**src/logic/cache_pkg.sv**
```systemverilog
`default_nettype none

package cache_pkg;

   // word address width, control-select bit sits above it
   localparam int ADDR_W      = 10;
   localparam int DATA_W      = 32;
   localparam int NBYTES      = 4;
   localparam int NLINES_W    = 4;
   localparam int TAG_W       = ADDR_W - NLINES_W;
   localparam int WTB_DEPTH_W = 2;
   localparam int CNT_W       = 16;
   localparam int CTRL_ADDR_W = 3;

   // registered host request, non-zero wstrb is a write
   typedef struct packed {
      logic [ADDR_W-1:0] addr;
      logic [DATA_W-1:0] wdata;
      logic [NBYTES-1:0] wstrb;
   } fe_req_t;

   // pending memory write
   typedef struct packed {
      logic [ADDR_W-1:0] addr;
      logic [DATA_W-1:0] wdata;
      logic [NBYTES-1:0] wstrb;
   } wtb_entry_t;

   // memory port request, all-zero wstrb is a read
   typedef struct packed {
      logic [ADDR_W-1:0] addr;
      logic [DATA_W-1:0] wdata;
      logic [NBYTES-1:0] wstrb;
   } be_req_t;

   typedef enum logic [CTRL_ADDR_W-1:0] {
      CTRL_READ_HIT   = 3'd0,
      CTRL_READ_MISS  = 3'd1,
      CTRL_WRITE_HIT  = 3'd2,
      CTRL_WRITE_MISS = 3'd3,
      CTRL_WTB_EMPTY  = 3'd4,
      CTRL_INVALIDATE = 3'd7
   } ctrl_reg_e;

   typedef enum logic [1:0] {
      IDLE,
      LOOKUP,
      REFILL_WAIT,
      WTB_WAIT
   } mem_state_e;

   typedef enum logic [1:0] {
      BE_IDLE,
      BE_WRITE,
      BE_READ
   } be_state_e;

endpackage

`default_nettype wire

```
**src/logic/cache_front_end.sv**
```systemverilog
`timescale 1ns/10ps
`default_nettype none

module cache_front_end (
   input  wire                               clk_i,
   input  wire                               reset_i,
   // host port
   input  wire                               req_i,
   input  wire  [cache_pkg::ADDR_W:0]        addr_i,
   input  wire  [cache_pkg::DATA_W-1:0]      wdata_i,
   input  wire  [cache_pkg::NBYTES-1:0]      wstrb_i,
   output logic [cache_pkg::DATA_W-1:0]      rdata_o,
   output logic                              ack_o,
   // cache memory side
   output logic                              data_req_o,
   output cache_pkg::fe_req_t                data_o,
   input  wire                               data_ack_i,
   input  wire  [cache_pkg::DATA_W-1:0]      data_rdata_i,
   // control side
   output logic                              ctrl_req_o,
   output logic [cache_pkg::CTRL_ADDR_W-1:0] ctrl_addr_o,
   output logic                              ctrl_write_o,
   input  wire                               ctrl_ack_i,
   input  wire  [cache_pkg::DATA_W-1:0]      ctrl_rdata_i
);

   logic ctrl_sel;

   // top address bit picks the control space
   assign ctrl_sel = addr_i[cache_pkg::ADDR_W];

   always_ff @(posedge clk_i) begin
      if (reset_i) begin
         data_req_o <= 1'b0;
         ctrl_req_o <= 1'b0;
      end else begin
         data_req_o <= req_i & ~ctrl_sel;
         ctrl_req_o <= req_i & ctrl_sel;
      end
   end

   // payload stays put until the next host request
   always_ff @(posedge clk_i) begin
      if (req_i) begin
         data_o.addr  <= addr_i[cache_pkg::ADDR_W-1:0];
         data_o.wdata <= wdata_i;
         data_o.wstrb <= wstrb_i;
         ctrl_addr_o  <= addr_i[cache_pkg::CTRL_ADDR_W-1:0];
         ctrl_write_o <= |wstrb_i;
      end
   end

   // one registered cycle on the way back
   always_ff @(posedge clk_i) begin
      if (reset_i) begin
         ack_o <= 1'b0;
      end else begin
         ack_o <= data_ack_i | ctrl_ack_i;
      end
   end

   always_ff @(posedge clk_i) begin
      if (data_ack_i) begin
         rdata_o <= data_rdata_i;
      end else if (ctrl_ack_i) begin
         rdata_o <= ctrl_rdata_i;
      end
   end

endmodule

`default_nettype wire

```
**src/logic/write_through_buffer.sv**
```systemverilog
`timescale 1ns/10ps
`default_nettype none

module write_through_buffer (
   input  wire                        clk_i,
   input  wire                        reset_i,
   input  wire                        push_i,
   input  wire cache_pkg::wtb_entry_t push_data_i,
   input  wire                        pop_i,
   output cache_pkg::wtb_entry_t      pop_data_o,
   output logic                       full_o,
   output logic                       empty_o
);

   cache_pkg::wtb_entry_t              mem [2**cache_pkg::WTB_DEPTH_W];
   logic [cache_pkg::WTB_DEPTH_W-1:0]  wr_ptr;
   logic [cache_pkg::WTB_DEPTH_W-1:0]  rd_ptr;
   logic [cache_pkg::WTB_DEPTH_W:0]    count;

   always_ff @(posedge clk_i) begin
      if (reset_i) begin
         wr_ptr <= '0;
         rd_ptr <= '0;
         count  <= '0;
      end else begin
         if (push_i) begin
            wr_ptr <= wr_ptr + 1'b1;
         end
         if (pop_i) begin
            rd_ptr <= rd_ptr + 1'b1;
         end
         case ({push_i, pop_i})
            2'b10:   count <= count + 1'b1;
            2'b01:   count <= count - 1'b1;
            default: count <= count;
         endcase
      end
   end

   always_ff @(posedge clk_i) begin
      if (push_i) begin
         mem[wr_ptr] <= push_data_i;
      end
   end

   // oldest entry shows without a pop
   assign pop_data_o = mem[rd_ptr];

   // count msb set only at full depth
   assign full_o  = count[cache_pkg::WTB_DEPTH_W];
   assign empty_o = (count == '0);

endmodule

`default_nettype wire

```
**src/logic/cache_memory.sv**
```systemverilog
`timescale 1ns/10ps
`default_nettype none

module cache_memory (
   input  wire                           clk_i,
   input  wire                           reset_i,
   // front end
   input  wire                           data_req_i,
   input  wire cache_pkg::fe_req_t       data_i,
   output logic                          data_ack_o,
   output logic [cache_pkg::DATA_W-1:0]  data_rdata_o,
   input  wire                           invalidate_i,
   // write-through buffer
   input  wire                           wtb_full_i,
   input  wire                           wtb_empty_i,
   output logic                          wtb_push_o,
   output cache_pkg::wtb_entry_t         wtb_data_o,
   // line refill
   output logic                          refill_req_o,
   output logic [cache_pkg::ADDR_W-1:0]  refill_addr_o,
   input  wire                           refill_ack_i,
   input  wire  [cache_pkg::DATA_W-1:0]  refill_rdata_i,
   // event pulses for the counters
   output logic                          read_hit_o,
   output logic                          read_miss_o,
   output logic                          write_hit_o,
   output logic                          write_miss_o
);

   cache_pkg::mem_state_e                state;
   cache_pkg::fe_req_t                   req_q;
   logic                                 ack_q;
   logic [2**cache_pkg::NLINES_W-1:0]    valid;
   logic [cache_pkg::TAG_W-1:0]          tag_mem  [2**cache_pkg::NLINES_W];
   logic [cache_pkg::DATA_W-1:0]         data_mem [2**cache_pkg::NLINES_W];
   logic [cache_pkg::NLINES_W-1:0]       idx;
   logic [cache_pkg::TAG_W-1:0]          tag;
   logic                                 hit;
   logic                                 is_write;
   logic                                 lookup;
   logic                                 refill_done;

   assign idx         = req_q.addr[cache_pkg::NLINES_W-1:0];
   assign tag         = req_q.addr[cache_pkg::ADDR_W-1:cache_pkg::NLINES_W];
   assign hit         = valid[idx] && (tag_mem[idx] == tag);
   assign is_write    = |req_q.wstrb;
   assign lookup      = (state == cache_pkg::LOOKUP);
   assign refill_done = (state == cache_pkg::REFILL_WAIT) && refill_ack_i;

   always_ff @(posedge clk_i) begin
      if (reset_i) begin
         state <= cache_pkg::IDLE;
         ack_q <= 1'b0;
      end else begin
         ack_q <= 1'b0;
         case (state)
            cache_pkg::IDLE: begin
               if (data_req_i) begin
                  state <= cache_pkg::LOOKUP;
               end
            end
            cache_pkg::LOOKUP: begin
               if (!is_write) begin
                  state <= hit ? cache_pkg::IDLE : cache_pkg::REFILL_WAIT;
               end else begin
                  state <= wtb_full_i ? cache_pkg::WTB_WAIT : cache_pkg::IDLE;
               end
            end
            cache_pkg::REFILL_WAIT: begin
               if (refill_ack_i) begin
                  state <= cache_pkg::IDLE;
               end
            end
            default: begin
               // stalled write, ack follows the push
               if (!wtb_full_i) begin
                  state <= cache_pkg::IDLE;
                  ack_q <= 1'b1;
               end
            end
         endcase
      end
   end

   always_ff @(posedge clk_i) begin
      if ((state == cache_pkg::IDLE) && data_req_i) begin
         req_q <= data_i;
      end
   end

   always_ff @(posedge clk_i) begin
      if (reset_i || invalidate_i) begin
         valid <= '0;
      end else if (refill_done) begin
         valid[idx] <= 1'b1;
      end
   end

   // refill a line, or merge bytes into a hit line
   always_ff @(posedge clk_i) begin
      if (refill_done) begin
         tag_mem[idx]  <= tag;
         data_mem[idx] <= refill_rdata_i;
      end else if (write_hit_o) begin
         for (int b = 0; b < cache_pkg::NBYTES; b++) begin
            if (req_q.wstrb[b]) begin
               data_mem[idx][8*b +: 8] <= req_q.wdata[8*b +: 8];
            end
         end
      end
   end

   assign read_hit_o   = lookup && !is_write && hit;
   assign read_miss_o  = lookup && !is_write && !hit;
   assign write_hit_o  = lookup && is_write && hit;
   assign write_miss_o = lookup && is_write && !hit;

   assign data_ack_o   = read_hit_o || refill_done || ack_q ||
                         (lookup && is_write && !wtb_full_i);
   assign data_rdata_o = refill_done ? refill_rdata_i : data_mem[idx];

   // every write goes through, no allocate on a miss
   assign wtb_push_o = ((lookup && is_write) || (state == cache_pkg::WTB_WAIT)) && !wtb_full_i;
   assign wtb_data_o = {req_q.addr, req_q.wdata, req_q.wstrb};

   // read waits for older writes to drain
   assign refill_req_o  = (state == cache_pkg::REFILL_WAIT) && wtb_empty_i;
   assign refill_addr_o = req_q.addr;

endmodule

`default_nettype wire

```
**src/logic/cache_back_end.sv**
```systemverilog
`timescale 1ns/10ps
`default_nettype none

module cache_back_end (
   input  wire                          clk_i,
   input  wire                          reset_i,
   // write-through buffer
   input  wire                          wtb_empty_i,
   input  wire cache_pkg::wtb_entry_t   wtb_data_i,
   output logic                         wtb_pop_o,
   // line refill
   input  wire                          refill_req_i,
   input  wire  [cache_pkg::ADDR_W-1:0] refill_addr_i,
   output logic                         refill_ack_o,
   output logic [cache_pkg::DATA_W-1:0] refill_rdata_o,
   // memory port
   output logic                         be_req_o,
   output cache_pkg::be_req_t           be_o,
   input  wire                          be_ack_i,
   input  wire  [cache_pkg::DATA_W-1:0] be_rdata_i
);

   cache_pkg::be_state_e state;

   always_ff @(posedge clk_i) begin
      if (reset_i) begin
         state    <= cache_pkg::BE_IDLE;
         be_req_o <= 1'b0;
      end else begin
         case (state)
            cache_pkg::BE_IDLE: begin
               // writes first so a read never passes one
               if (!wtb_empty_i) begin
                  state    <= cache_pkg::BE_WRITE;
                  be_req_o <= 1'b1;
               end else if (refill_req_i) begin
                  state    <= cache_pkg::BE_READ;
                  be_req_o <= 1'b1;
               end
            end
            default: begin
               if (be_ack_i) begin
                  state    <= cache_pkg::BE_IDLE;
                  be_req_o <= 1'b0;
               end
            end
         endcase
      end
   end

   // fields held stable while the request is out
   always_ff @(posedge clk_i) begin
      if (state == cache_pkg::BE_IDLE) begin
         if (!wtb_empty_i) begin
            be_o.addr  <= wtb_data_i.addr;
            be_o.wdata <= wtb_data_i.wdata;
            be_o.wstrb <= wtb_data_i.wstrb;
         end else begin
            be_o.addr  <= refill_addr_i;
            be_o.wdata <= '0;
            be_o.wstrb <= '0;
         end
      end
   end

   // entry leaves the buffer only once memory has it
   assign wtb_pop_o      = (state == cache_pkg::BE_WRITE) && be_ack_i;
   assign refill_ack_o   = (state == cache_pkg::BE_READ) && be_ack_i;
   assign refill_rdata_o = be_rdata_i;

endmodule

`default_nettype wire

```
**src/logic/cache_control.sv**
```systemverilog
`timescale 1ns/10ps
`default_nettype none

module cache_control (
   input  wire                               clk_i,
   input  wire                               reset_i,
   input  wire                               ctrl_req_i,
   input  wire  [cache_pkg::CTRL_ADDR_W-1:0] ctrl_addr_i,
   input  wire                               ctrl_write_i,
   input  wire                               read_hit_i,
   input  wire                               read_miss_i,
   input  wire                               write_hit_i,
   input  wire                               write_miss_i,
   input  wire                               wtb_empty_i,
   output logic                              ctrl_ack_o,
   output logic [cache_pkg::DATA_W-1:0]      ctrl_rdata_o,
   output logic                              invalidate_o
);

   // counters kept in control address order
   logic [cache_pkg::CNT_W-1:0] cnt [4];
   logic [3:0]                  events;
   cache_pkg::ctrl_reg_e        reg_sel;

   assign events  = {write_miss_i, write_hit_i, read_miss_i, read_hit_i};
   assign reg_sel = cache_pkg::ctrl_reg_e'(ctrl_addr_i);

   always_ff @(posedge clk_i) begin
      if (reset_i) begin
         for (int i = 0; i < 4; i++) begin
            cnt[i] <= '0;
         end
      end else begin
         for (int i = 0; i < 4; i++) begin
            // saturate at all ones
            if (events[i] && (cnt[i] != '1)) begin
               cnt[i] <= cnt[i] + 1'b1;
            end
         end
      end
   end

   always_ff @(posedge clk_i) begin
      if (reset_i) begin
         ctrl_ack_o   <= 1'b0;
         invalidate_o <= 1'b0;
      end else begin
         ctrl_ack_o   <= ctrl_req_i;
         invalidate_o <= ctrl_req_i && ctrl_write_i && (reg_sel == cache_pkg::CTRL_INVALIDATE);
      end
   end

   always_ff @(posedge clk_i) begin
      if (ctrl_req_i) begin
         case (reg_sel)
            cache_pkg::CTRL_READ_HIT, cache_pkg::CTRL_READ_MISS,
            cache_pkg::CTRL_WRITE_HIT, cache_pkg::CTRL_WRITE_MISS:
               ctrl_rdata_o <= {{(cache_pkg::DATA_W-cache_pkg::CNT_W){1'b0}},
                                cnt[ctrl_addr_i[1:0]]};
            cache_pkg::CTRL_WTB_EMPTY:
               ctrl_rdata_o <= {{(cache_pkg::DATA_W-1){1'b0}}, wtb_empty_i};
            default:
               ctrl_rdata_o <= '0;
         endcase
      end
   end

endmodule

`default_nettype wire

```
**src/logic/cache_top.sv**
```systemverilog
`timescale 1ns/10ps
`default_nettype none

module cache_top (
   input  wire                          clk_i,
   input  wire                          reset_i,
   // host port
   input  wire                          req_i,
   input  wire  [cache_pkg::ADDR_W:0]   addr_i,
   input  wire  [cache_pkg::DATA_W-1:0] wdata_i,
   input  wire  [cache_pkg::NBYTES-1:0] wstrb_i,
   output logic [cache_pkg::DATA_W-1:0] rdata_o,
   output logic                         ack_o,
   // memory port
   output logic                         be_req_o,
   output cache_pkg::be_req_t           be_o,
   input  wire                          be_ack_i,
   input  wire  [cache_pkg::DATA_W-1:0] be_rdata_i
);

   // front end to cache memory and control
   logic                               data_req;
   logic                               data_ack;
   cache_pkg::fe_req_t                 data;
   logic [cache_pkg::DATA_W-1:0]       data_rdata;
   logic                               ctrl_req;
   logic                               ctrl_ack;
   logic                               ctrl_write;
   logic [cache_pkg::CTRL_ADDR_W-1:0]  ctrl_addr;
   logic [cache_pkg::DATA_W-1:0]       ctrl_rdata;
   logic                               invalidate;
   // write-through buffer and refill
   logic                               wtb_push;
   logic                               wtb_pop;
   logic                               wtb_full;
   logic                               wtb_empty;
   cache_pkg::wtb_entry_t              wtb_in;
   cache_pkg::wtb_entry_t              wtb_out;
   logic                               refill_req;
   logic                               refill_ack;
   logic [cache_pkg::ADDR_W-1:0]       refill_addr;
   logic [cache_pkg::DATA_W-1:0]       refill_rdata;
   // counter events
   logic                               read_hit;
   logic                               read_miss;
   logic                               write_hit;
   logic                               write_miss;

   cache_front_end front_end (
      .clk_i, .reset_i,
      .req_i, .addr_i, .wdata_i, .wstrb_i, .rdata_o, .ack_o,
      .data_req_o   (data_req),
      .data_o       (data),
      .data_ack_i   (data_ack),
      .data_rdata_i (data_rdata),
      .ctrl_req_o   (ctrl_req),
      .ctrl_addr_o  (ctrl_addr),
      .ctrl_write_o (ctrl_write),
      .ctrl_ack_i   (ctrl_ack),
      .ctrl_rdata_i (ctrl_rdata)
   );

   cache_memory memory (
      .clk_i, .reset_i,
      .data_req_i     (data_req),
      .data_i         (data),
      .data_ack_o     (data_ack),
      .data_rdata_o   (data_rdata),
      .invalidate_i   (invalidate),
      .wtb_full_i     (wtb_full),
      .wtb_empty_i    (wtb_empty),
      .wtb_push_o     (wtb_push),
      .wtb_data_o     (wtb_in),
      .refill_req_o   (refill_req),
      .refill_addr_o  (refill_addr),
      .refill_ack_i   (refill_ack),
      .refill_rdata_i (refill_rdata),
      .read_hit_o     (read_hit),
      .read_miss_o    (read_miss),
      .write_hit_o    (write_hit),
      .write_miss_o   (write_miss)
   );

   write_through_buffer wtb (
      .clk_i, .reset_i,
      .push_i      (wtb_push),
      .push_data_i (wtb_in),
      .pop_i       (wtb_pop),
      .pop_data_o  (wtb_out),
      .full_o      (wtb_full),
      .empty_o     (wtb_empty)
   );

   cache_back_end back_end (
      .clk_i, .reset_i,
      .wtb_empty_i    (wtb_empty),
      .wtb_data_i     (wtb_out),
      .wtb_pop_o      (wtb_pop),
      .refill_req_i   (refill_req),
      .refill_addr_i  (refill_addr),
      .refill_ack_o   (refill_ack),
      .refill_rdata_o (refill_rdata),
      .be_req_o, .be_o, .be_ack_i, .be_rdata_i
   );

   cache_control control (
      .clk_i, .reset_i,
      .ctrl_req_i   (ctrl_req),
      .ctrl_addr_i  (ctrl_addr),
      .ctrl_write_i (ctrl_write),
      .read_hit_i   (read_hit),
      .read_miss_i  (read_miss),
      .write_hit_i  (write_hit),
      .write_miss_i (write_miss),
      .wtb_empty_i  (wtb_empty),
      .ctrl_ack_o   (ctrl_ack),
      .ctrl_rdata_o (ctrl_rdata),
      .invalidate_o (invalidate)
   );

endmodule

`default_nettype wire

```
**config.mk**
```make
export PLATFORM = sky130hd
export DESIGN_NAME = cache_top
export DESIGN_NICKNAME = d
export VERILOG_FILES = /design/src/logic/cache_pkg.sv /design/src/logic/cache_front_end.sv /design/src/logic/write_through_buffer.sv /design/src/logic/cache_memory.sv /design/src/logic/cache_back_end.sv /design/src/logic/cache_control.sv /design/src/logic/cache_top.sv
export SDC_FILE = /design/constraint.sdc
export NUM_CORES = 1
export LEC_CHECK = 0
export BUFFER_PORTS_ARGS = -buffer_cell sky130_fd_sc_hd__buf_2
export CELL_PAD_IN_SITES_DETAIL_PLACEMENT = 0
export CELL_PAD_IN_SITES_GLOBAL_PLACEMENT = 1
export CORE_MARGIN = 3
export CORE_UTILIZATION = 45
export DETAILED_ROUTE_END_ITERATION = 16
export PLACE_DENSITY_LB_ADDON = 0.15
export SLEW_MARGIN = 20
export SYNTH_ARGS = -nofsm -noshare
export SYNTH_HDL_FRONTEND = slang
export SYNTH_SLANG_ARGS = --single-unit
export TNS_END_PERCENT = 100
```
**constraint.sdc**
```tcl
create_clock -name clk_i -period 15.3 [get_ports clk_i]
set_input_delay 0.765 -clock clk_i [delete_from_list [all_inputs] [get_ports clk_i]]
set_output_delay 0.765 -clock clk_i [all_outputs]
set_load 0.005 [all_outputs]
```
; ---- Yosys cells after proc, flatten, opt, wreduce, memory -nomap -nowiden
; Memories as Yosys holds them, arrays and structs flattened. A register that Yosys moved wholly into a read port is not among the register bits.
; Index checks and enable logic that the tools add are counted.
[word_totals]
word_cells = 189
inputBits = 83
mem_count = 4
reg_bits = 240
mem_bits_rw = 856
[mem_list]
columns = memory, depth, word_bits, rd, rd_clocked_by_memory_dff, write_ports, line_no
row1 = memory.data_mem, 16, 32, 1, 1, 1, cache_memory.sv:35  ; logic [cache_pkg::DATA_W-1:0] data_mem [2**cache_pkg::NLINES_W];
row2 = wtb.mem, 4, 46, 1, 1, 1, write_through_buffer.sv:15  ; cache_pkg::wtb_entry_t mem [2**cache_pkg::WTB_DEPTH_W];
row3 = memory.tag_mem, 16, 6, 1, 1, 1, cache_memory.sv:34  ; logic [cache_pkg::TAG_W-1:0] tag_mem [2**cache_pkg::NLINES_W];
row4 = control.cnt, 4, 16, 5, 1, 4, cache_control.sv:21  ; logic [cache_pkg::CNT_W-1:0] cnt [4];
[classes]
n_mux = 73
n_bitwise = 13
n_eq_ne = 21
reduce_logical = 42
add_sub_neg = 8
n_lt_le_gt_ge = 2
[ops]
columns = cell, n
row1 = 32-bit two-way mux, 3
row2 = 16-bit by 1-bit adder with 16-bit output (second input constant), 4
row3 = 16-bit two-way mux, 4
row4 = 16-bit != test (second input constant), 4
row5 = 46-bit two-way mux, 1
row6 = 1-bit two-way mux, 41
row7 = 8-bit two-way mux, 4
row8 = 16-bit one-hot mux with 2 select lines, 1
row9 = 2-bit two-way mux, 13
row10 = 1-bit logical AND, 21
row11 = 16-bit OR, 1
row12 = 4-bit OR reduction, 4
row13 = 1-bit OR, 9
row14 = 2-bit equality test (second input constant), 4
row15 = 4-bit two-way mux, 2
row16 = 2-bit by 1-bit equality test with 1-bit output (second input constant), 3
row17 = 3-bit by 2-bit equality test with 1-bit output (second input constant), 2
row18 = 3-bit equality test (second input constant), 2
row19 = 6-bit equality test, 1
row20 = 3-bit logical NOT, 2
row21 = 2-bit one-hot mux with 3 select lines, 1
row22 = 3-bit one-hot mux with 2 select lines, 1
row23 = 2-bit nonzero test, 3
row24 = 1-bit logical OR, 5
row25 = 18 further kinds, 23

; ---- Longest topological paths before layout
; Gate-level depths: netlist of the first run.
[logic_depth]
depth_word = 10
ltp_mapped = 14

; ---- Modules after synthesis
; From an unflattened synthesis of the first run, not the netlist that was laid out.
[hier_totals]
hier_cells = 2247
area_unflattened_um2 = 43685.6
[by_module_without_submodules]
columns = mod, area_per_inst_um2, cells_per_inst, n_inst, seq_area_each_um2
row1 = cache_memory, 26790.7, 1294, 1, 20099.3
row2 = write_through_buffer, 7128.1, 286, 1, 5705.5
row3 = cache_control, 4598.2, 395, 1, 2442.3
row4 = cache_front_end, 3031.7, 126, 1, 2432.3
row5 = cache_back_end, 2137.0, 146, 1, 1441.4

; ---- Worst setup path after synthesis of the first run
; Ideal clock, no wire load.
[synth_path]
path_type = reg-to-reg
from = reg memory.state[0]
to = reg (tool-made name)
path_slack_ps = 10383
arrival_ps = 4840
setup_ps = 76
stages_incl_launch_ff = 4
cell_sequence = dfxtp_1 > clkbuf_1 > nor3b_1 > mux2_2
[synth_rtl]
columns = item, line_no
row1 = start: declaration, cache_memory.sv:30  ; cache_pkg::mem_state_e state;
row2 = start signal: assignment, cache_memory.sv:52  ; state <= cache_pkg::IDLE;
row3 = start signal: assignment, cache_memory.sv:59  ; state <= cache_pkg::LOOKUP;
row4 = start signal: assignment, cache_memory.sv:64  ; state <= hit ? cache_pkg::IDLE : cache_pkg::REFILL_WAIT;

==> metrics, run 1 <==
status finished clean; Reg2Reg Depth 10; Die H between 300 and 400 um; fraction of layout cells with a size suffix above 1 0.2858; final worst setup slack 9.699 ns; register area share after synthesis 0.7513; first-pass GRT wire length 156.4 mm; r2r setup slk 9.70 ns; Post-Syn Nets 2257; actual slew at the worst max-slew pin between 1 and 1.5 ns; number of flops mapped to enable cells by yosys 1043; row cnt 112; Worst setup SP type register; Synth top area share 0.7316; area of the multi-input gates 10150 sq um; Longest Clk Path Bufs 3; final core utilization 0.5179; Rel. slew slack 0.2409; RR Endpoint control.cnt[2][0]; synthesized area 42810 sq um; vias in the first global route 21340; PostCTS Resize Cnt 0; Congestion Overflow GR 0; area fraction in and, or, nand and nor cells after synthesis 0.05238; post-synth cell types 54; worst skew pair latency just under 0.7 ns; Reg clk slew, reported paths 0.06 ns; Max-cap violations 0; CTS root buf clkbuf_16; gpl congestion 0.8549; nets roughly 2500; Ant. Diodes 0; post-route ant nets 0; initial antenna violation count 11; Register Area 32180 sq um; endpoints failing hold 0; final wirelength 107.8 mm; Synth Instances 2164; Area Growth Syn to Fin 13.59%; First-pass DRT Iterations 6; critical path fanouts, max 74; Hold Path Sink front_end.data_o[31]; crit path time final 5.601 ns; Compound-Gate Fraction of Synth Area 0.01406; Cell Pwr Density 129.3 nW/um^2; Leak 15.90 nW; largest family of logic cells by synthesized area multiplexers; final worst-path cycle share 0.3661; timing-limited maximum frequency 178.5 MHz; largest net degree at the start of global routing 117; Yosys top cell by area edfxtp_1; H-tree levels 3; setup bufs post-CTS 0; Max IR drop VDD 0.1074 mV; setup repair after global routing missed its margin false; FILL cells 7548; Min-Delay Path Depth 1; Ports about 160; DR vias/cell 5.771; Placement Setup Slack slightly below 10 ns; IO buf count 162; core area 93890 sq um; DP HPWL 71.45 mm; flops & latches, synth ~1100; XOR/XNOR share of the synthesized area 0.01350; hold path start wdata_i[27]; Die X approximately 310 um; Starting Density 0.4559; Worst Hold Class in2reg; CP Class reg2reg; main flop type after synthesis edfxtp_1; post-synthesis mux area share 0.1530; Syn Area/Cell 19.78 sq um; asr flop ratio synth 0; Worst Clk Skew roughly 0.024 ns; Yosys warnings 0; Final setup viols 0; fin. max-slew vios 0; DRT iter0 DRCs 2272; Synth Area in Adders 0.003098; via count 21370; total die area 98870 sq um; drc violations 0; overall routing resource usage 0.2202; Required @ worst endpoint around 16 ns; total CTS buffers 109; data arrival time of the worst path 5.92 ns; TNS Setup 0 ns; clock sinks 1085; hold_buf cts 0; largest cells by area after synthesis edfxtp_1 (73%), mux4_2 (12%), dfxtp_1 (2.0%); post-DR wirelength/cell 29.12 um; CTS tree done; crit path capture type register
[final cells by class]
class                      instances  share of cell area
clock inverter                    69             0.01513
sequential                      1085              0.6618
inverter                          18            0.001389
multi-input combinational        956              0.2088
timing repair buffer             189             0.02110
tap                             1254             0.03227
clock buffer                     132             0.05954
[worst max path at each step]
stage	cells past startpoint	endpoint	startpoint
final	10	control.cnt[2][0]	register
after global routing	10	control.cnt[2][12]	register
after CTS	10	control.cnt[2][10]	register
after detailed placement	10	control.cnt[2][3]	register
after global placement	10	control.cnt[2][3]	register
after floorplan	3	register	memory.state[0]
[per-layer routing]
metal | GRT usage | vias up | part of all wire
li1 | - | 9034 | -
met1 | 0.3385 | 11390 | 0.46
met4 | 0.04823 | 6 | 0.020
met2 | 0.3357 | 806 | 0.46
met3 | 0.03430 | 130 | 0.061
met5 | 0 | - | 0.00038
[power by group]
| part | internal, W | total (W) | switching (W) |
|---|---|---|---|
| registers | 0.00330 | 0.00336 | 0.0000581 |
| clock network | 0.00152 | 0.00267 | 0.00115 |
| logic | 0.000120 | 0.000266 | 0.000145 |
[critical path, cell delays in order (launching register included)]
cell and delay, ns:
dfxtp_4 0.97, buf_4 0.89, nor2b_1 0.57, a22oi_1 0.20, a211o_1 0.32, and3_1 0.18, a2111o_1 0.39, nor4_4 0.14
buf_4 0.40, o311ai_4 0.37, nand2_1 0.64
[synth_stat cells, drive strengths merged, types with 2 or more instances]
library cell and n:
dfxtp 42, xor2 37, nand4 10, a31oi 5, edfxtp 1043, or3 3
inv 17, and3 22, a21oi 26, nor4 3, nor3b 7, mux4 236
ha 9, nand3 37, nor3 20, nand2 122, xnor2 29, a22oi 16
nor2 165, buf 43, mux2i 34, clkbuf 62, nor2b 62, o21ai 8
a211o 2, o21a 17, mux2 64, and2 9
[cell families after synthesis]
family,Yosys count
XOR/XNOR,66
flip-flops,1085
buffers and inverters,123
adder cells (fa/ha/maj),10
multiplexers,334
AND/OR/NAND/NOR,464
AO/OA/AOI/OAI,82
[cells in the final DEF, fill, tap and decap left out, types with 5 or more instances in the layout]
cell	netlist	final
a21oi_1	26	26
a22oi_1	16	16
and2_2	0	5
and3_1	22	22
buf_2	16	162
buf_4	2	26
bufinv_16	0	9
clkbuf_1	60	16
clkbuf_16	0	110
clkbuf_8	0	6
clkinv_1	1	8
clkinv_2	0	17
clkinv_4	0	11
clkinvlp_4	0	13
dfxtp_1	42	36
dfxtp_4	0	5
edfxtp_1	1043	1043
ha_1	9	9
inv_1	17	17
inv_6	0	7
mux2_2	21	21
mux2_4	42	42
mux2i_1	34	34
mux4_2	232	232
nand2_1	122	120
nand3_1	33	33
nand4_1	10	10
nor2_1	165	163
nor2b_1	62	62
nor3_1	11	10
nor3_2	9	10
nor3b_1	7	5
o21a_1	17	17
o21ai_0	8	6
xnor2_1	29	29
xor2_1	37	37
[sequential cells by signal (all words and copies together) (netlist names), 16 cells and up, named ones only]
register,flops
memory.data_mem,512
wtb.mem,184
memory.tag_mem,96
control.cnt,64
back_end.be_o,46
front_end.data_o,44
memory.wtb_data_o,36
front_end.rdata_o,32
control.ctrl_rdata_o,16
memory.valid,16
[through the flow]
step	std cells	instance area [sq um]	power, W	hold WS, ns
after floorplan	2164	42810	0.003558	0.4003
after global placement	3502	44990	0.003689	0.4021
after detailed placement	3502	44990	0.003693	0.4045
after CTS	3703	48620	0.006347	0.2068
after global routing	3703	48630	0.006492	0.2116
final	3703	48630	0.006289	0.2499
Note: power is estimated with default switching activity, not from simulation.
==> inputs of run 2 (changes only) <==
==> constraint.sdc (replaced) <==
create_clock -name clk_i -period 4.78 [get_ports clk_i]
set_input_delay 0.239 -clock clk_i [delete_from_list [all_inputs] [get_ports clk_i]]
set_output_delay 0.239 -clock clk_i [all_outputs]
set_load 0.005 [all_outputs]
==> metrics, run 2 (synthesis results as in run 1) <==
placed instance area 45410 sq um (+0.94%); DR vias/cell 5.655 (-2.0%); largest net degree at the start of global routing 66 (-44%); core area 93890 sq um (unchanged); Hold Path Sink front_end.rdata_o[14]; hold_buf cts 64 (+64); worst skew pair latency 0.69 ns (about the same); fin. max-slew vios 0 (unchanged); initial antenna violation count 9 (-2); endpoints failing hold 0 (unchanged); Worst Hold Class in2reg; Required @ worst endpoint 5.08 ns (-10.54 ns); crit path capture type register; first-pass GRT wire length 155.4 mm (-0.62%); max FFs per register 512 (unchanged); fraction of layout cells with a size suffix above 1 0.2909 (+0.005092); Die H 314.4 um (unchanged); leading cell type in the layout, fill and taps excluded edfxtp_1; clock sinks 1085 (unchanged); First-pass DRT Iterations 5 (-1); CP Class reg2reg; post-placement cell count 3560 (+1.7%); final worst-path cycle share 0.9005 (+0.5345); Min-Delay Path Depth 4 (+3); Reg clk slew, reported paths 0.06 ns (about the same); RR Endpoint memory.data_mem[1][5]; via count 21680 (+1.4%); status finished clean; Rel. slew slack 0.2545 (+0.01360); critical path fanouts, max 29 (-61%); crit path time final 4.305 ns (-1.297 ns); gpl congestion 0.8429 (-1.4%); DRT iter0 DRCs 2056 (-9.5%); Reg with most FFs memory.data_mem; r2r setup slk 0.48 ns (-9.22 ns); IO buf count 162 (unchanged); Finished Layout Cells 3833 (+3.5%); Cell Pwr Density 413.6 nW/um^2 (+220%); drc violations 0 (unchanged); Ports 163 (unchanged); final instance area 49860 sq um (+2.5%); hold path start be_rdata_i[14]; total CTS buffers 110 (+0.92%); PostCTS Resize Cnt 0 (unchanged); nets 2575 (+5.0%); Largest regs memory.data_mem: 512 flops, wtb.mem: 184 flops, memory.tag_mem: 96 flops; data arrival time of the worst path 4.61 ns (-1.31 ns); vias in the first global route 21970 (+3.0%); final core utilization 0.5310 (+0.01314); Starting Density 0.4559 (unchanged); DP HPWL 72.36 mm (+1.3%); post-DR wirelength/cell 27.98 um (-3.9%); Longest Clk Path Bufs 3 (unchanged); Congestion Overflow GR 0 (unchanged); timing-limited maximum frequency 232.3 MHz (+30%); Die X 314.4 um (unchanged); CTS root buf clkbuf_16; CTS tree done; H-tree levels 3 (unchanged); Area Growth Syn to Fin 16.47%; commonest non-fill, non-tap cells in the layout edfxtp_1 (1043), mux4_2 (232), nor2_1 (164); Worst Clk Skew 0.02249 ns (-0.001661 ns); final wirelength 107.3 mm (-0.54%); Max-cap violations 0 (unchanged); actual slew at the worst max-slew pin 1.114 ns (-0.02133 ns); setup repair after global routing missed its margin false; Max IR drop VDD 0.3270 mV (+200%); setup bufs post-CTS 0 (unchanged); Worst setup SP type register; FILL cells 7406 (-1.9%); post-route ant nets 0 (unchanged); Final setup viols 0 (unchanged); total die area 98870 sq um (unchanged); overall routing resource usage 0.2183 (-0.001877); row cnt 112 (unchanged); Reg2Reg Depth 9 (-1); TNS Setup 0 ns (unchanged); Leak 16.55 nW (+4.1%)
==> run 2: changes by cell type in the layout (fill, tap and decap cells not counted), sizes merged, moves of 2 or more <==
| cell | previous run | this run |
|---|---|---|
| clkbuf | 132 | 134 |
| dlygate4sd3 | 0 | 64 |
| buf | 189 | 247 |
| clkinvlp | 13 | 10 |
| bufinv | 9 | 18 |
==> run 2: worst max-delay path by stage <==
stage               depth (start not counted)     start                endpoint  slack [ns]
CTS                                         9  register  memory.data_mem[13][1]        0.47
global route                                9  register       control.cnt[2][8]        0.24
detailed placement                          9  register   memory.data_mem[0][1]        0.44
floorplan                                  11  register    front_end.rdata_o[0]        0.83
global placement                           10  register  memory.data_mem[13][3]        0.51
finish                                      9  register   memory.data_mem[1][5]        0.48
==> run 2: metrics by stage <==
stage	total power [W]	setup WS, ns	hold WS, ns
floorplan	0.01139	0.8278	0.3148
global placement	0.01180	0.5063	0.4033
detailed placement	0.01182	0.4442	0.4045
CTS	0.02083	0.4667	0.03226
global route	0.02128	0.2392	0.06571
finish	0.02062	0.4754	0.08724
==> run 2: final cells by class <==
class | instances | area (sq um) | share of cell area
clock buffer | 134 | 2894 | 0.05804
multi-input combinational | 956 | 10140 | 0.2034
timing repair buffer | 311 | 2090 | 0.04191
clock inverter | 74 | 912.1 | 0.01829
tap | 1254 | 1569 | 0.03147
antenna | 1 | 2.502 | 0.00005019
sequential | 1085 | 32180 | 0.6454
inverter | 18 | 67.56 | 0.001355
==> run 2: report_power, final <==
part / switching (W) / internal (W)
sequential: 0.000162 / 0.0106
clock: 0.00367 / 0.00531
combinational: 0.000494 / 0.000423
==> run 2: per-layer routing <==
| layer | vias up | GRT usage | part of all wire |
|---|---|---|---|
| li1 | 9272 | - | - |
| met1 | 11460 | 0.3205 | 0.44 |
| met2 | 776 | 0.3317 | 0.46 |
| met3 | 171 | 0.04397 | 0.072 |
| met4 | 0 | 0.06826 | 0.028 |
| met5 | - | 0 | 0 |
==> run 2: worst max-delay path: stages, from the launching register on <==
cell      delay (ns)
dfxtp_4         0.69
mux4_1          0.63
mux4_2          0.48
xor2_1          0.17
a2111o_1        0.35
nor4_4          0.23
buf_4           0.34
a31oi_1         0.12
buf_4           0.23
nor2_1          0.66
==> inputs of run 3 (changes only) <==
--- a/config.mk
+++ b/config.mk
@@ -12,6 +12,7 @@
 export CORE_UTILIZATION = 45
 export DETAILED_ROUTE_END_ITERATION = 16
 export PLACE_DENSITY_LB_ADDON = 0.15
+export REMOVE_ABC_BUFFERS = 1
 export SLEW_MARGIN = 20
 export SYNTH_ARGS = -nofsm -noshare
 export SYNTH_HDL_FRONTEND = slang
==> metrics, run 3 (synthesis results as in run 1) <==
final wirelength 105.8 mm (-1.3%); Largest regs memory.data_mem: 512 flops, wtb.mem: 184 flops, memory.tag_mem: 96 flops; Hold Path Sink front_end.rdata_o[6]; Max IR drop VDD 0.3190 mV (-2.5%); final instance area 50210 sq um (+0.70%); commonest non-fill, non-tap cells in the layout edfxtp_1 (1043), mux4_2 (232), nor2_1 (164); max FFs per register 512 (unchanged); Ports 163 (unchanged); via count 21500 (-0.82%); final worst setup slack 0.6893 ns (+0.2139 ns); Cell Pwr Density 411.0 nW/um^2 (-0.63%); Die X 314.4 um (unchanged); DRT iter0 DRCs 2102 (+2.2%); first-pass GRT wire length 153.5 mm (-1.2%); fraction of layout cells with a size suffix above 1 0.3017 (+0.01076); post-route ant nets 0 (unchanged); row cnt 112 (unchanged); initial antenna violation count 2 (-7); CP Class reg2reg; CTS tree done; gpl congestion 0.8162 (-3.2%); DP HPWL 67.52 mm (-6.7%); Longest Clk Path Bufs 3 (unchanged); Required @ worst endpoint 5.16 ns (+0.08 ns); drc violations 0 (unchanged); leading cell type in the layout, fill and taps excluded edfxtp_1; final worst-path cycle share 0.8558 (-0.04476); hold_buf cts 70 (+9.4%); CTS root buf clkbuf_16; placed instance area 45650 sq um (+0.53%); post-placement cell count 3588 (+0.79%); Rel. slew slack 0.2681 (+0.01354); Reg clk slew, reported paths 0.06 ns (about the same); core area 93890 sq um (unchanged); crit path time final 4.091 ns (-0.2139 ns); nets 2610 (+1.4%); worst skew pair latency 0.68 ns (about the same); Leak 16.76 nW (+1.3%); crit path capture type register; largest net degree at the start of global routing 97 (+47%); Reg2Reg Depth 9 (unchanged); fin. max-slew vios 0 (unchanged); Die H 314.4 um (unchanged); H-tree levels 3 (unchanged); Starting Density 0.4559 (unchanged); setup bufs post-CTS 0 (unchanged); clock sinks 1085 (unchanged); Worst Clk Skew 0.02987 ns (+0.007381 ns); PostCTS Resize Cnt 0 (unchanged); total die area 98870 sq um (unchanged); Reg with most FFs memory.data_mem; overall routing resource usage 0.2166 (-0.001784); total CTS buffers 111 (+0.91%); data arrival time of the worst path 4.47 ns (-0.14 ns); Final setup viols 0 (unchanged); Finished Layout Cells 3867 (+0.89%); final core utilization 0.5347 (+0.003691); Worst setup SP type register; DR vias/cell 5.559 (-1.7%); endpoints failing hold 0 (unchanged); vias in the first global route 22250 (+1.2%); IO buf count 162 (unchanged); Congestion Overflow GR 0 (unchanged); critical path fanouts, max 18 (-38%); Area Growth Syn to Fin 17.28%; Worst Hold Class in2reg; setup repair after global routing missed its margin false; timing-limited maximum frequency 244.5 MHz (+5.2%); RR Endpoint memory.data_mem[7][5]; post-DR wirelength/cell 27.37 um (-2.2%); r2r setup slk 0.69 ns (+0.21 ns); Min-Delay Path Depth 4 (unchanged); Max-cap violations 0 (unchanged); hold path start be_rdata_i[6]; status finished clean; Placement Setup Slack 0.4935 ns (+0.04932 ns); actual slew at the worst max-slew pin 1.098 ns (-0.01619 ns); First-pass DRT Iterations 5 (unchanged)
==> run 3: how the worst max path moves through the flow <==
stage	end	slack [ns]	cells after the start
floorplan	front_end.rdata_o[0]	-6.69	7
global placement	memory.data_mem[4][4]	0.55	9
detailed placement	memory.data_mem[6][6]	0.49	10
CTS	memory.data_mem[6][5]	0.46	10
global route	memory.data_mem[6][5]	0.41	10
finish	memory.data_mem[7][5]	0.69	9
==> run 3: area by class of cell <==
cell class	instances	area, sq um
sequential	1085	32180
inverter	18	67.56
antenna	1	2.502
fill	7398	43680
clock buffer	125	2967
tap	1254	1569
timing repair buffer	345	2400
multi-input combinational	956	10140
clock inverter	83	879.6
==> run 3: metrics by stage <==
step	hold slack, ns	power (W)	TNS, ns
6_report	0.04354	0.02063	0
5_1_grt	0.03489	0.02130	0
4_1_cts	0.002210	0.02083	0
3_5_place_dp	0.4045	0.01179	0
3_3_place_gp	0.4037	0.01178	0
2_1_floorplan	0.3081	0.01142	-7382.53
==> run 3: worst max-delay path, cell delays in order (launching register included) <==
cell,delay (ns)
dfxtp_2,0.75
mux4_1,0.63
mux4_2,0.48
xor2_1,0.18
a2111o_1,0.36
nor4_4,0.19
buf_12,0.26
a31oi_2,0.31
nor2_1,0.41
buf_4,0.21
==> run 3: power breakdown <==
group | internal, W | switching [W]
clock | 0.00537 | 0.00365
combinational | 0.000424 | 0.000474
sequential | 0.0106 | 0.000151
total | 0.0164 | 0.00428
==> run 3: per-layer routing <==
metal,part of all wire,vias up,GRT usage
li1,-,9351,-
met1,0.42,11310,0.3001
met2,0.49,687,0.3538
met3,0.069,145,0.04470
met4,0.022,2,0.05491
met5,0.00012,-,0
